==> src/hw/cpu_pkg.sv <==
////////////////////////////////////////
// CPU package
// Opcodes, ALU ops, widths and the bit positions of the pipeline bundles
////////////////////////////////////////
`default_nettype none

package cpu_pkg;

  localparam int DATA_W   = 16;  // Data and PC width
  localparam int REG_W    = 4;   // Register index width
  localparam int ALU_OP_W = 4;

  // Instruction opcodes, bits [15:12]
  typedef enum logic [3:0] {
    OP_NOP  = 4'h0,
    OP_ADD  = 4'h1,
    OP_SUB  = 4'h2,
    OP_AND  = 4'h3,
    OP_OR   = 4'h4,
    OP_XOR  = 4'h5,
    OP_SLL  = 4'h6,
    OP_SRL  = 4'h7,
    OP_ADDI = 4'h8,
    OP_LI   = 4'h9,
    OP_LD   = 4'ha,
    OP_ST   = 4'hb,
    OP_BEQ  = 4'hc
  } opcode_e;

  typedef enum logic [ALU_OP_W-1:0] {
    ALU_ADD, ALU_SUB, ALU_AND, ALU_OR, ALU_XOR, ALU_SLL, ALU_SRL
  } alu_op_e;

  ////////////////////////////////////////
  // Bundle widths and field positions
  ////////////////////////////////////////
  localparam int EX_W  = ALU_OP_W + 3 * DATA_W + 2;  // 54
  localparam int MEM_W = DATA_W + 2;                 // 18
  localparam int WB_W  = REG_W + 2;                  // 6

  localparam int EX_ALU_LSB    = 50;  // ALU op [53:50]
  localparam int EX_OPA_LSB    = 34;  // Operand A [49:34]
  localparam int EX_OPB_LSB    = 18;  // Operand B [33:18]
  localparam int EX_IMM_LSB    = 2;   // Immediate [17:2]
  localparam int EX_USE_IMM    = 1;
  localparam int EX_IS_BR      = 0;
  localparam int MEM_SDATA_LSB = 2;   // Store data [17:2]
  localparam int MEM_RD        = 1;
  localparam int MEM_WR        = 0;
  localparam int WB_DST_LSB    = 2;   // Destination [5:2]
  localparam int WB_REG_WR     = 1;
  localparam int WB_FROM_MEM   = 0;

endpackage

`default_nettype wire

==> src/hw/reg_file.sv <==
////////////////////////////////////////
// Register file
// 16 x 16, two combinational reads, one write, write-through
////////////////////////////////////////
`timescale 1ns/1ns
`default_nettype none

module reg_file (
  input  logic                       clk,
  input  logic                       rst,
  input  logic [cpu_pkg::REG_W-1:0]  rs1_idx,   // Read port 1 index
  input  logic [cpu_pkg::REG_W-1:0]  rs2_idx,   // Read port 2 index
  input  logic                       wr_en,     // Writeback enable
  input  logic [cpu_pkg::REG_W-1:0]  wr_idx,
  input  logic [cpu_pkg::DATA_W-1:0] wr_data,
  output logic [cpu_pkg::DATA_W-1:0] rs1_data,
  output logic [cpu_pkg::DATA_W-1:0] rs2_data
);

  logic [cpu_pkg::DATA_W-1:0] regs [1 << cpu_pkg::REG_W];  // Register 0 is not hardwired

  // Write port, whole file cleared on reset
  always_ff @(posedge clk) begin
    if (rst) begin
      for (int i = 0; i < (1 << cpu_pkg::REG_W); i++) begin
        regs[i] <= '0;
      end
    end else if (wr_en) begin
      regs[wr_idx] <= wr_data;
    end
  end

  // Bypass the value being written this cycle
  assign rs1_data = (wr_en && wr_idx == rs1_idx) ? wr_data : regs[rs1_idx];
  assign rs2_data = (wr_en && wr_idx == rs2_idx) ? wr_data : regs[rs2_idx];

endmodule

`default_nettype wire

==> src/hw/instr_decoder.sv <==
////////////////////////////////////////
// Instruction decoder
// Splits the word into EX, MEM and WB bundles, drives register reads
////////////////////////////////////////
`timescale 1ns/1ns
`default_nettype none

module instr_decoder (
  input  logic [15:0]                instr,
  output logic [cpu_pkg::REG_W-1:0]  rs1_idx,
  output logic [cpu_pkg::REG_W-1:0]  rs2_idx,
  input  logic [cpu_pkg::DATA_W-1:0] rs1_data,
  input  logic [cpu_pkg::DATA_W-1:0] rs2_data,
  output logic [cpu_pkg::EX_W-1:0]   ex_bundle,
  output logic [cpu_pkg::MEM_W-1:0]  mem_bundle,
  output logic [cpu_pkg::WB_W-1:0]   wb_bundle,
  output logic                       src1_used,  // rs1 is read by this instruction
  output logic                       src2_used   // Port 2 is read by this instruction
);

  cpu_pkg::opcode_e           opcode;
  cpu_pkg::alu_op_e           alu_op;
  logic [cpu_pkg::DATA_W-1:0] imm;
  logic [cpu_pkg::DATA_W-1:0] opa;
  logic                       use_imm, is_branch;
  logic                       mem_rd, mem_wr, reg_wr, from_mem;

  assign opcode  = cpu_pkg::opcode_e'(instr[15:12]);
  assign rs1_idx = instr[7:4];
  // ST and BEQ read their second source from the rd field
  assign rs2_idx = (opcode == cpu_pkg::OP_ST || opcode == cpu_pkg::OP_BEQ) ? instr[11:8]
                                                                           : instr[3:0];

  always_comb begin
    alu_op    = cpu_pkg::ALU_ADD;
    imm       = {{12{instr[3]}}, instr[3:0]};  // imm4, sign-extended
    opa       = rs1_data;
    use_imm   = 1'b0;
    is_branch = 1'b0;
    mem_rd    = 1'b0;
    mem_wr    = 1'b0;
    reg_wr    = 1'b0;
    from_mem  = 1'b0;
    src1_used = 1'b1;
    src2_used = 1'b0;
    case (opcode)
      cpu_pkg::OP_ADD: begin alu_op = cpu_pkg::ALU_ADD; reg_wr = 1'b1; src2_used = 1'b1; end
      cpu_pkg::OP_SUB: begin alu_op = cpu_pkg::ALU_SUB; reg_wr = 1'b1; src2_used = 1'b1; end
      cpu_pkg::OP_AND: begin alu_op = cpu_pkg::ALU_AND; reg_wr = 1'b1; src2_used = 1'b1; end
      cpu_pkg::OP_OR:  begin alu_op = cpu_pkg::ALU_OR;  reg_wr = 1'b1; src2_used = 1'b1; end
      cpu_pkg::OP_XOR: begin alu_op = cpu_pkg::ALU_XOR; reg_wr = 1'b1; src2_used = 1'b1; end
      cpu_pkg::OP_SLL: begin alu_op = cpu_pkg::ALU_SLL; reg_wr = 1'b1; src2_used = 1'b1; end
      cpu_pkg::OP_SRL: begin alu_op = cpu_pkg::ALU_SRL; reg_wr = 1'b1; src2_used = 1'b1; end
      cpu_pkg::OP_ADDI: begin use_imm = 1'b1; reg_wr = 1'b1; end
      cpu_pkg::OP_LI: begin
        imm       = {{8{instr[7]}}, instr[7:0]};  // imm8 added to zero
        opa       = '0;
        use_imm   = 1'b1;
        reg_wr    = 1'b1;
        src1_used = 1'b0;
      end
      cpu_pkg::OP_LD: begin use_imm = 1'b1; mem_rd = 1'b1; reg_wr = 1'b1; from_mem = 1'b1; end
      cpu_pkg::OP_ST: begin use_imm = 1'b1; mem_wr = 1'b1; src2_used = 1'b1; end
      cpu_pkg::OP_BEQ: begin is_branch = 1'b1; src2_used = 1'b1; end  // Compare rd with rs1
      default: src1_used = 1'b0;  // NOP and unused codes, all controls low
    endcase
  end

  // Pack the bundles in package field order
  assign ex_bundle  = {alu_op, opa, rs2_data, imm, use_imm, is_branch};
  assign mem_bundle = {rs2_data, mem_rd, mem_wr};
  assign wb_bundle  = {instr[11:8], reg_wr, from_mem};

endmodule

`default_nettype wire

==> src/hw/hazard_unit.sv <==
////////////////////////////////////////
// Hazard unit
// RAW interlock against in-flight writers, stall and flush
////////////////////////////////////////
`timescale 1ns/1ns
`default_nettype none

module hazard_unit (
  input  logic [cpu_pkg::REG_W-1:0] src1_idx,
  input  logic [cpu_pkg::REG_W-1:0] src2_idx,
  input  logic                      src1_used,
  input  logic                      src2_used,
  input  logic [cpu_pkg::WB_W-1:0]  id_ex_wb,      // Writer now in execute
  input  logic [cpu_pkg::WB_W-1:0]  ex_mem_wb,     // Writer now in writeback
  input  logic                      branch_taken,
  input  logic                      hold,          // Whole pipeline frozen
  output logic                      stall,
  output logic                      flush
);

  logic raw;  // Decode reads a register still in flight

  function automatic logic writes_reg(input logic [cpu_pkg::REG_W-1:0] idx,
                                      input logic [cpu_pkg::WB_W-1:0]  wb);
    return wb[cpu_pkg::WB_REG_WR] && (wb[cpu_pkg::WB_DST_LSB +: cpu_pkg::REG_W] == idx);
  endfunction

  assign raw = (src1_used && (writes_reg(src1_idx, id_ex_wb) || writes_reg(src1_idx, ex_mem_wb)))
            || (src2_used && (writes_reg(src2_idx, id_ex_wb) || writes_reg(src2_idx, ex_mem_wb)));

  assign stall = raw & ~hold;
  assign flush = ~hold & (stall | branch_taken);  // Bubble into ID/EX

endmodule

`default_nettype wire

==> src/hw/id_ex_pipe_reg.sv <==
////////////////////////////////////////
// ID/EX pipeline register
// Holds on stall, control bundles cleared on flush or reset
////////////////////////////////////////
`timescale 1ns/1ns
`default_nettype none

module id_ex_pipe_reg (
  input  logic                       clk,
  input  logic                       rst,
  input  logic                       stall,              // Keep current contents
  input  logic                       flush,              // Load a bubble
  input  logic [cpu_pkg::DATA_W-1:0] pc_next,
  input  logic [cpu_pkg::EX_W-1:0]   ex_signals,
  input  logic [cpu_pkg::MEM_W-1:0]  mem_signals,
  input  logic [cpu_pkg::WB_W-1:0]   wb_signals,
  output logic [cpu_pkg::DATA_W-1:0] id_ex_pc_next,
  output logic [cpu_pkg::EX_W-1:0]   id_ex_ex_signals,
  output logic [cpu_pkg::MEM_W-1:0]  id_ex_mem_signals,
  output logic [cpu_pkg::WB_W-1:0]   id_ex_wb_signals
);

  logic wen;  // Load enable
  logic clr;  // Bubble, flush wins over stall

  assign wen = ~stall;
  assign clr = flush | rst;

  // Next PC, only reset clears it
  always_ff @(posedge clk) begin
    if (rst) begin
      id_ex_pc_next <= '0;
    end else if (wen) begin
      id_ex_pc_next <= pc_next;
    end
  end

  ////////////////////////////////////////
  // Control bundles
  ////////////////////////////////////////
  always_ff @(posedge clk) begin
    if (clr) begin
      id_ex_ex_signals <= '0;  // ALU op, operands, imm, flags
    end else if (wen) begin
      id_ex_ex_signals <= ex_signals;
    end
  end

  always_ff @(posedge clk) begin
    if (clr) begin
      id_ex_mem_signals <= '0;
    end else if (wen) begin
      id_ex_mem_signals <= mem_signals;
    end
  end

  always_ff @(posedge clk) begin
    if (clr) begin
      id_ex_wb_signals <= '0;
    end else if (wen) begin
      id_ex_wb_signals <= wb_signals;
    end
  end

  // Flush is gated by hold upstream, so a bubble never meets a freeze here
  assert property (@(posedge clk) disable iff (rst) !(flush && stall))
    else $error("id_ex_pipe_reg: flush and stall raised together");

endmodule

`default_nettype wire

==> src/hw/execute_unit.sv <==
////////////////////////////////////////
// Execute unit
// Operand select, ALU and BEQ resolution
////////////////////////////////////////
`timescale 1ns/1ns
`default_nettype none

module execute_unit (
  input  logic [cpu_pkg::EX_W-1:0]   ex_signals,
  input  logic [cpu_pkg::MEM_W-1:0]  mem_signals,
  input  logic [cpu_pkg::WB_W-1:0]   wb_signals,
  input  logic [cpu_pkg::DATA_W-1:0] id_ex_pc_next,
  output logic [cpu_pkg::DATA_W-1:0] alu_result,     // Also the data memory address
  output logic                       branch_taken,
  output logic [cpu_pkg::DATA_W-1:0] branch_target,
  output logic [cpu_pkg::MEM_W-1:0]  mem_out,
  output logic [cpu_pkg::WB_W-1:0]   wb_out
);

  cpu_pkg::alu_op_e           alu_op;
  logic [cpu_pkg::DATA_W-1:0] opa, opb, imm;
  logic [cpu_pkg::DATA_W-1:0] opb_sel;  // Second ALU input
  logic                       use_imm, is_branch;

  ////////////////////////////////////////
  // Field extraction
  ////////////////////////////////////////
  assign alu_op    = cpu_pkg::alu_op_e'(ex_signals[cpu_pkg::EX_ALU_LSB +: cpu_pkg::ALU_OP_W]);
  assign opa       = ex_signals[cpu_pkg::EX_OPA_LSB +: cpu_pkg::DATA_W];
  assign opb       = ex_signals[cpu_pkg::EX_OPB_LSB +: cpu_pkg::DATA_W];
  assign imm       = ex_signals[cpu_pkg::EX_IMM_LSB +: cpu_pkg::DATA_W];
  assign use_imm   = ex_signals[cpu_pkg::EX_USE_IMM];
  assign is_branch = ex_signals[cpu_pkg::EX_IS_BR];

  assign opb_sel = use_imm ? imm : opb;

  // ALU
  always_comb begin
    case (alu_op)
      cpu_pkg::ALU_ADD: alu_result = opa + opb_sel;
      cpu_pkg::ALU_SUB: alu_result = opa - opb_sel;
      cpu_pkg::ALU_AND: alu_result = opa & opb_sel;
      cpu_pkg::ALU_OR:  alu_result = opa | opb_sel;
      cpu_pkg::ALU_XOR: alu_result = opa ^ opb_sel;
      cpu_pkg::ALU_SLL: alu_result = opa << opb_sel[3:0];  // Shift by low 4 bits
      cpu_pkg::ALU_SRL: alu_result = opa >> opb_sel[3:0];
      default:          alu_result = opa + opb_sel;
    endcase
  end

  ////////////////////////////////////////
  // Branch resolution
  ////////////////////////////////////////
  // Register operands compared directly, imm only feeds the target
  assign branch_taken  = is_branch && (opa == opb);
  assign branch_target = id_ex_pc_next + imm;

  // A BEQ has no register or memory side effect
  always_comb begin
    mem_out                         = mem_signals;
    mem_out[cpu_pkg::MEM_WR]        = mem_signals[cpu_pkg::MEM_WR] & ~is_branch;
    mem_out[cpu_pkg::MEM_RD]        = mem_signals[cpu_pkg::MEM_RD] & ~is_branch;
    wb_out                          = wb_signals;
    wb_out[cpu_pkg::WB_REG_WR]      = wb_signals[cpu_pkg::WB_REG_WR] & ~is_branch;
  end

endmodule

`default_nettype wire

==> src/hw/mem_wb_stage.sv <==
////////////////////////////////////////
// Memory and writeback stage
// EX/MEM register, synchronous data memory, writeback select
////////////////////////////////////////
`timescale 1ns/1ns
`default_nettype none

module mem_wb_stage #(
  parameter int dmem_addr_w = 8  // Data memory address bits
) (
  input  logic                       clk,
  input  logic                       rst,
  input  logic                       hold,
  input  logic [cpu_pkg::DATA_W-1:0] alu_result,
  input  logic [cpu_pkg::MEM_W-1:0]  mem_signals,
  input  logic [cpu_pkg::WB_W-1:0]   wb_signals,
  output logic                       wb_en,
  output logic [cpu_pkg::REG_W-1:0]  wb_reg,
  output logic [cpu_pkg::DATA_W-1:0] wb_data
);

  logic [cpu_pkg::DATA_W-1:0] dmem [1 << dmem_addr_w];
  logic [dmem_addr_w-1:0]     addr;          // Low bits of the effective address
  logic [cpu_pkg::DATA_W-1:0] alu_q, ld_q;   // EX/MEM payload
  logic [cpu_pkg::WB_W-1:0]   wb_q;          // EX/MEM control

  assign addr = alu_result[dmem_addr_w-1:0];

  // Memory access on the same edge that loads EX/MEM
  always_ff @(posedge clk) begin
    if (!hold) begin
      if (mem_signals[cpu_pkg::MEM_WR]) begin
        dmem[addr] <= mem_signals[cpu_pkg::MEM_SDATA_LSB +: cpu_pkg::DATA_W];
      end
      if (mem_signals[cpu_pkg::MEM_RD]) begin
        ld_q <= dmem[addr];
      end
    end
  end

  always_ff @(posedge clk) begin
    if (rst) begin
      wb_q <= '0;
    end else if (!hold) begin
      wb_q <= wb_signals;
    end
  end

  always_ff @(posedge clk) begin
    if (!hold) alu_q <= alu_result;
  end

  assign wb_en   = wb_q[cpu_pkg::WB_REG_WR] & ~hold;  // No register write while frozen
  assign wb_reg  = wb_q[cpu_pkg::WB_DST_LSB +: cpu_pkg::REG_W];
  assign wb_data = wb_q[cpu_pkg::WB_FROM_MEM] ? ld_q : alu_q;

  assert property (@(posedge clk) disable iff (rst)
    !(mem_signals[cpu_pkg::MEM_RD] && mem_signals[cpu_pkg::MEM_WR]))
    else $error("mem_wb_stage: load and store in one slot");

endmodule

`default_nettype wire

==> src/hw/cpu_core_top.sv <==
////////////////////////////////////////
// CPU core top
// Decode to writeback slice, fetch stays outside
////////////////////////////////////////
`timescale 1ns/1ns
`default_nettype none

module cpu_core_top (
  input  logic                       clk,
  input  logic                       rst,
  input  logic [15:0]                instr,          // From fetch
  input  logic [cpu_pkg::DATA_W-1:0] pc_next,
  input  logic                       hold,           // Freeze everything
  output logic                       stall,          // Fetch repeats instr
  output logic                       branch_taken,
  output logic [cpu_pkg::DATA_W-1:0] branch_target,
  output logic                       wb_en,
  output logic [cpu_pkg::REG_W-1:0]  wb_reg,
  output logic [cpu_pkg::DATA_W-1:0] wb_data
);

  logic [cpu_pkg::REG_W-1:0]  rs1_idx, rs2_idx;
  logic [cpu_pkg::DATA_W-1:0] rs1_data, rs2_data;
  logic [cpu_pkg::EX_W-1:0]   ex_bundle, id_ex_ex;
  logic [cpu_pkg::MEM_W-1:0]  mem_bundle, id_ex_mem, ex_mem_in;
  logic [cpu_pkg::WB_W-1:0]   wb_bundle, id_ex_wb, ex_wb_in;
  logic [cpu_pkg::DATA_W-1:0] id_ex_pc_next, alu_result;
  logic                       src1_used, src2_used, flush;

  reg_file u_reg_file (
    .clk, .rst, .rs1_idx, .rs2_idx,
    .wr_en(wb_en), .wr_idx(wb_reg), .wr_data(wb_data),
    .rs1_data, .rs2_data
  );

  instr_decoder u_decoder (
    .instr, .rs1_idx, .rs2_idx, .rs1_data, .rs2_data,
    .ex_bundle, .mem_bundle, .wb_bundle, .src1_used, .src2_used
  );

  // EX/MEM writer rebuilt from the writeback port
  hazard_unit u_hazard (
    .src1_idx(rs1_idx), .src2_idx(rs2_idx), .src1_used, .src2_used,
    .id_ex_wb, .ex_mem_wb({wb_reg, wb_en, 1'b0}),
    .branch_taken, .hold, .stall, .flush
  );

  id_ex_pipe_reg u_id_ex (
    .clk, .rst, .stall(hold), .flush, .pc_next,
    .ex_signals(ex_bundle), .mem_signals(mem_bundle), .wb_signals(wb_bundle),
    .id_ex_pc_next, .id_ex_ex_signals(id_ex_ex),
    .id_ex_mem_signals(id_ex_mem), .id_ex_wb_signals(id_ex_wb)
  );

  execute_unit u_execute (
    .ex_signals(id_ex_ex), .mem_signals(id_ex_mem), .wb_signals(id_ex_wb),
    .id_ex_pc_next, .alu_result, .branch_taken, .branch_target,
    .mem_out(ex_mem_in), .wb_out(ex_wb_in)
  );

  mem_wb_stage #(.dmem_addr_w(8)) u_mem_wb (
    .clk, .rst, .hold, .alu_result,
    .mem_signals(ex_mem_in), .wb_signals(ex_wb_in),
    .wb_en, .wb_reg, .wb_data
  );

endmodule

`default_nettype wire

==> config.mk <==
export PLATFORM = sky130hd
export DESIGN_NAME = cpu_core_top
export DESIGN_NICKNAME = d
export VERILOG_FILES = /design/src/hw/cpu_pkg.sv /design/src/hw/reg_file.sv /design/src/hw/instr_decoder.sv /design/src/hw/hazard_unit.sv /design/src/hw/id_ex_pipe_reg.sv /design/src/hw/execute_unit.sv /design/src/hw/mem_wb_stage.sv /design/src/hw/cpu_core_top.sv
export SDC_FILE = /design/constraint.sdc
export NUM_CORES = 2
export LEC_CHECK = 0
export BUFFER_PORTS_ARGS = -buffer_cell sky130_fd_sc_hd__buf_2
export CAP_MARGIN = 20
export CORE_AREA = 2 2 628 630
export DETAILED_ROUTE_END_ITERATION = 6
export DIE_AREA = 0 0 630 632
export PLACE_DENSITY = 0.67
export SYNTH_ARGS = -nofsm -noshare
export SYNTH_HDL_FRONTEND = slang
export SYNTH_HIERARCHICAL = 1
export SYNTH_MEMORY_MAX_BITS = 65536
export SYNTH_SLANG_ARGS = --single-unit
==> constraint.sdc <==
create_clock -name clk -period 8.2 [get_ports clk]
set_input_delay 0.41 -clock clk [delete_from_list [all_inputs] [get_ports clk]]
set_output_delay 0.41 -clock clk [all_outputs]
set_load 0.005 [all_outputs]
# --- Word-level counts from Yosys, hierarchy flattened ---
# Memories as Yosys holds them, arrays and structs flattened. A register that Yosys moved wholly into a read port is not among the register bits.
# Index checks and enable logic that the tools add are counted.
classes:
  n_shift: 2
  reduce_logical: 17
  eq_ne: 23
  muxes: 27
  add_sub_neg: 3
  bitwise_logic: 13
ops:
  columns: ["operator", "count"]
  rows:
  - ["$mux 16", 7]
  - ["$pmux 16 s6", 1]
  - ["$add 16x16->16", 2]
  - ["$eq 4x3->1 const B", 7]
  - ["$eq 4x4->1 const B", 5]
  - ["$pmux 3 s6", 1]
  - ["$and 16x16->16", 1]
  - ["$eq 16x16->1", 1]
  - ["$eq 4x2->1 const B", 4]
  - ["$eq 4x4->1", 4]
  - ["$mux 1", 16]
  - ["$or 16x16->16", 1]
  - ["$reduce_or 16->1", 1]
  - ["$shl 16x4->16", 1]
  - ["$shr 16x4->16", 1]
  - ["$sub 16x16->16", 1]
  - ["$xor 16x16->16", 1]
  - ["$reduce_or 11->1", 1]
  - ["$reduce_or 10->1", 1]
  - ["$reduce_or 9->1", 1]
  - ["$eq 4x1->1 const B", 2]
  - ["$mux 4", 2]
  - ["$logic_and 1x1->1", 7]
  - ["$and 1x1->1", 6]
  - ["other kinds (5)", 10]
totals:
  wordCells: 93
  register_bits: 116
  memories: 2
  in_bits: 35
  ramBits: 4352
  output_inout_bits: 39
mem_list:
  columns: ["memory", "depth", "width", "rd", "rd_clocked_by_memory_dff", "write_ports", "line_no", "source"]
  rows:
  - ["u_mem_wb.dmem", 256, 16, 1, 1, 1, "mem_wb_stage.sv:22", "logic [cpu_pkg::DATA_W-1:0] dmem [1 << dmem_addr_w];"]
  - ["u_reg_file.regs", 16, 16, 2, 0, 16, "reg_file.sv:20", "logic [cpu_pkg::DATA_W-1:0] regs [1 << cpu_pkg::REG_W];"]

# --- Longest topological paths before layout ---
logic_depth:
  ltp_word: 12
  depth_mapped: 21
  depth_no_buf: 16

# --- Modules after synthesis ---
# The synthesis kept the hierarchy.
modules_own_cells:
  columns: ["module", "cells_per_inst", "area_per_inst_um2", "instances"]
  rows:
  - ["mem_wb_stage", 6765, 156148.5, 1]
  - ["reg_file", 897, 14254.9, 1]
  - ["execute_unit", 623, 4451.8, 1]
  - ["id_ex_pipe_reg", 305, 3329.4, 1]
  - ["instr_decoder", 114, 819.5, 1]
  - ["hazard_unit", 28, 203.9, 1]
  - ["cpu_core_top", 1, 3.8, 1]

# --- Worst setup path before layout ---
# OpenSTA, ideal clock, no wires.
synth_path:
  kind: "register -> register"
  start: "register u_id_ex/id_ex_ex_signals[1] (netlist name)"
  end: "memory u_mem_wb/dmem[102][0] (netlist name) (enable)"
  setup_time_ns: 0.388
  path_slack_ns: 3.010
  path_stages_with_launch: 20
  arrival_ns: 4.802
  required_ns: 7.812
  path_cell_list: "dfxtp_1 -> buf_6 -> mux2i_4 -> clkbuf_1 -> ha_1 -> a21oi_1 -> ha_1 -> nand2b_1 -> nand2b_1 -> a211oi_1 -> o31ai_1 -> a311oi_1 -> o21ai_0 -> nor2b_1 -> clkbuf_1 -> clkbuf_1 -> clkbuf_1 -> nand2_1 -> clkbuf_1 -> nor2_1"
synth_via:
  elab_chain_len: 3
synth_rtl:
  columns: ["item", "line_no", "source"]
  rows:
  - ["start, declared", "id_ex_pipe_reg.sv:18", "output logic [cpu_pkg::EX_W-1:0] id_ex_ex_signals,"]
  - ["start signal, assigned", "id_ex_pipe_reg.sv:45", "id_ex_ex_signals <= ex_signals;"]
  - ["$mux 16 (*)", "execute_unit.sv:35", "assign opb_sel = use_imm ? imm : opb;"]
  - ["$add 16x16->16 (tied with other cells)", "execute_unit.sv:40, execute_unit.sv:47", null]
  - ["$pmux 16 s6 (*)", "execute_unit.sv:39", "case (alu_op)"]
  - ["named net alu_result, one bit", "cpu_core_top.sv:27", "logic [cpu_pkg::DATA_W-1:0] id_ex_pc_next, alu_result;"]
  - ["end, declared", "mem_wb_stage.sv:22", null]
# The timed path passes the listed nets; every way through them passes the cells marked *.

# --- Final worst setup path ---
layout_path:
  start: "register u_id_ex/id_ex_ex_signals[1] (netlist name)"
  end: "memory u_mem_wb/dmem[241][14] (netlist name) (enable)"
# Same word-level chain as after synthesis.

==> metrics.md <==
| Metric | Value |
|---|---|
| Status | `completed` |
| Slew headroom | `17.2%` |
| Worst-Margin Slew | `1.24 ns` |
| Layout Skew | `0.0607 ns` |
| Hold Startpoint | `instr[4]` |
| Reg2reg end | `u_mem_wb/dmem[241][14]` |
| Post-CTS setup buffer count | `0` |
| Pre-CTS setup slack | `1.06 ns` |
| Worst R2R Start | `u_id_ex/id_ex_ex_signals[1]` |
| Core box area | `391,000 um^2` |
| Nets | `9,276` |
| Layout cell share with drive strength beyond 1 | `26.3%` |
| Die height | `632 um` |
| Synthesized area per cell | `20.5 um^2` |
| Final wirelength | `473,000 um` |
| CTS buffer count | `428` |
| Setup TNS | `0 ns` |
| Slew Limit Fails | `0` |
| Critical Path AT | `8.00 ns` |
| First DRT Iteration DRCs | `13.5k` |
| RePlAce Congestion | `0.887` |
| Setup crit end kind | `register` |
| Total iterations of the first detailed-routing run | `6` |
| Crit path max fanout | `22` |
| Total Die Area | `398,000 um^2` |
| Fin crit period | `7.34 ns` |
| P_leak | `62.9 nW` |
| Vias per inst | `6.28` |
| Clock Path Buffers | `4` |
| Synthesized Nets | `8,833` |
| Drt wl/cell | `32.0 um` |
| Setup CP Type | `register to register` |
| Post-cts gate resize count | `0` |
| Gr usage total | `23.4%` |
| Final Hold Fails | `0` |
| Congestion Overflow GR | `0` |
| Reg clk slew, reported paths | `0.06 ns` |
| CTS sink cnt | `4,484` |
| Die Wd | `630 um` |
| Final Core Density | `51.7%` |
| Worst-skew pair later-pin latency | `0.98 ns` |
| CTS Hold Bufs | `60` |
| PD cells | `289 nW/um^2` |
| Vias in the first global route | `91.0k` |
| Largest net degree at the start of global routing | `181` |
| DP HPWL | `282,000 um` |
| IO buf count | `73` |
| H-Tree Depth | `5` |
| RSZ-0062 raised after global routing | `false` |
| Worst Hold End | `u_id_ex/id_ex_ex_signals[6]` |
| FF-to-FF setup slack | `0.86 ns` |
| Startpoint Class | `register` |
| DRC | `0` |
| Clock root cell | `clkbuf_16` |
| Antenna violations before repair | `26` |
| Row count | `230` |
| Vias | `92.8k` |
| Final setup fails | `0` |
| Post-DRT Antenna Nets | `0` |
| Worst Setup Slack, final | `0.862 ns` |
| Max-cap violations | `0` |
| Post-Synthesis Cells | `8,732` |
| Syn Std Cell Area | `179,000 um^2` |
| Worst vdd ir | `0.000240 V` |
| First-pass GRT wire length | `674,000 um` |
| Post-Layout Cell Count | `14.8k` |
| Hold WC Path Type | `primary input to register` |
| Final Cycle Share | `89.5%` |
| Critical Path RT | `8.87 ns` |
| Hold depth | `5` |
| CTS tree | `done` |
| Initial Util | `45.8%` |
| Fmax | `136 MHz` |
| R2R depth | `16` |
| Area growth syn-to-layout | `12.8%` |
| Tot Pwr | `58.5 mW` |
| IO Pins | `74` |
| Placed cell count | `13.9k` |
| Yosys warning total | `6` |
## worst max-delay path, cell delays in order, from the launching register on
cell      delay [ns]
dfxtp_1         0.61
buf_4           0.39
mux2_2          0.43
nor2_1          0.22
xnor2_1         0.16
ha_1            0.29
o21ai_0         0.11
a21oi_1         0.10
o21ai_0         0.21
nand2b_1        0.13
a21boi_0        0.32
xor2_1          0.13
a21oi_1         0.93
and2_1          1.00
nand3_1         0.73
nor2_1          0.92
buf_4           0.31
## metal layers
layer | part of all wire [%] | track usage [%]
met5 | 0.017 | 0
met1 | 38 | 32.7
met3 | 11 | 4.80
met2 | 48 | 37.1
met4 | 3.4 | 7.47
## stage by stage
step	hold slack, ns	instance area [um^2]
2_1_floorplan	0.455	179000
3_3_place_gp	0.476	187000
3_5_place_dp	0.482	188000
4_1_cts	0.137	202000
5_1_grt	0.193	202000
6_report	0.186	202000
## where the power goes
part           internal [mW]  switching, mW  total, mW  leakage (nW)
Sequential              25.6          0.241       25.8          40.0
Combinational           4.16           8.90       13.1          16.0
Clock                   11.1           8.52       19.7          6.76
Total                   40.9           17.7       58.5          62.9
## layout by cell type (no fill, tap or decap), types with 15 or more instances in the layout
| cell type | instances |
|---|---|
| nand3_1 | 17 |
| dfxtp_4 | 16 |
| buf_12 | 31 |
| xor2_1 | 31 |
| a22oi_1 | 520 |
| nand2b_1 | 16 |
| and2_1 | 260 |
| clkinvlp_4 | 26 |
| bufinv_16 | 43 |
| nor2b_1 | 27 |
| buf_2 | 76 |
| nor2_1 | 405 |
| ha_1 | 64 |
| mux2_2 | 50 |
| mux4_2 | 1153 |
| dlygate4sd3_1 | 60 |
| clkbuf_1 | 87 |
| clkbuf_16 | 436 |
| dfxtp_1 | 84 |
| xnor2_1 | 50 |
| or2_2 | 19 |
| nand4_1 | 21 |
| nand2_1 | 81 |
| clkinv_2 | 80 |
| o21ai_0 | 36 |
| edfxtp_1 | 4384 |
| a21oi_1 | 310 |
| nor3_1 | 18 |
| mux2i_1 | 256 |
| nor2_2 | 16 |
| clkinv_1 | 97 |
| buf_4 | 470 |
| nand2_2 | 15 |
| o41ai_1 | 56 |
| inv_1 | 40 |
## worst max path at each step
stage	end	slack [ns]	start	depth (start not counted)
6_report	u_mem_wb/dmem[241][14]	0.86	u_id_ex/id_ex_ex_signals[1]	16
5_1_grt	u_mem_wb/dmem[241][6]	0.71	u_id_ex/id_ex_ex_signals[1]	16
4_1_cts	u_mem_wb/dmem[240][4]	0.98	u_id_ex/id_ex_ex_signals[1]	16
3_5_place_dp	u_mem_wb/dmem[241][11]	1.06	u_id_ex/id_ex_ex_signals[1]	16
3_3_place_gp	u_mem_wb/dmem[241][8]	0.91	u_id_ex/id_ex_ex_signals[1]	16
2_1_floorplan	u_mem_wb/dmem[102][0]	3.01	u_id_ex/id_ex_ex_signals[1]	19
## flip-flops by register name (all words and copies together) (netlist names)
| signal | count |
|---|---|
| u_mem_wb/dmem | 4096 |
| u_mem_wb/ld_q | 16 |
| u_id_ex/id_ex_pc_next | 16 |
| u_id_ex/id_ex_wb_signals | 6 |
| u_id_ex/id_ex_mem_signals | 18 |
| u_id_ex/id_ex_ex_signals | 54 |
| u_mem_wb/wb_q | 6 |
| u_mem_wb/alu_q | 16 |
| u_reg_file/regs | 256 |
## area by class of cell
type	count	area, um^2
Clock inverter	269	2740
Tap cell	5220	6530
Clock buffer	525	11200
Multi-Input combinational cell	3577	42600
Timing Repair Buffer	640	5180
Inverter	44	168
Sequential cell	4484	134000
Antenna cell	13	32.5
Fill cell	30300	189000
(Power assumes the default switching activity.)
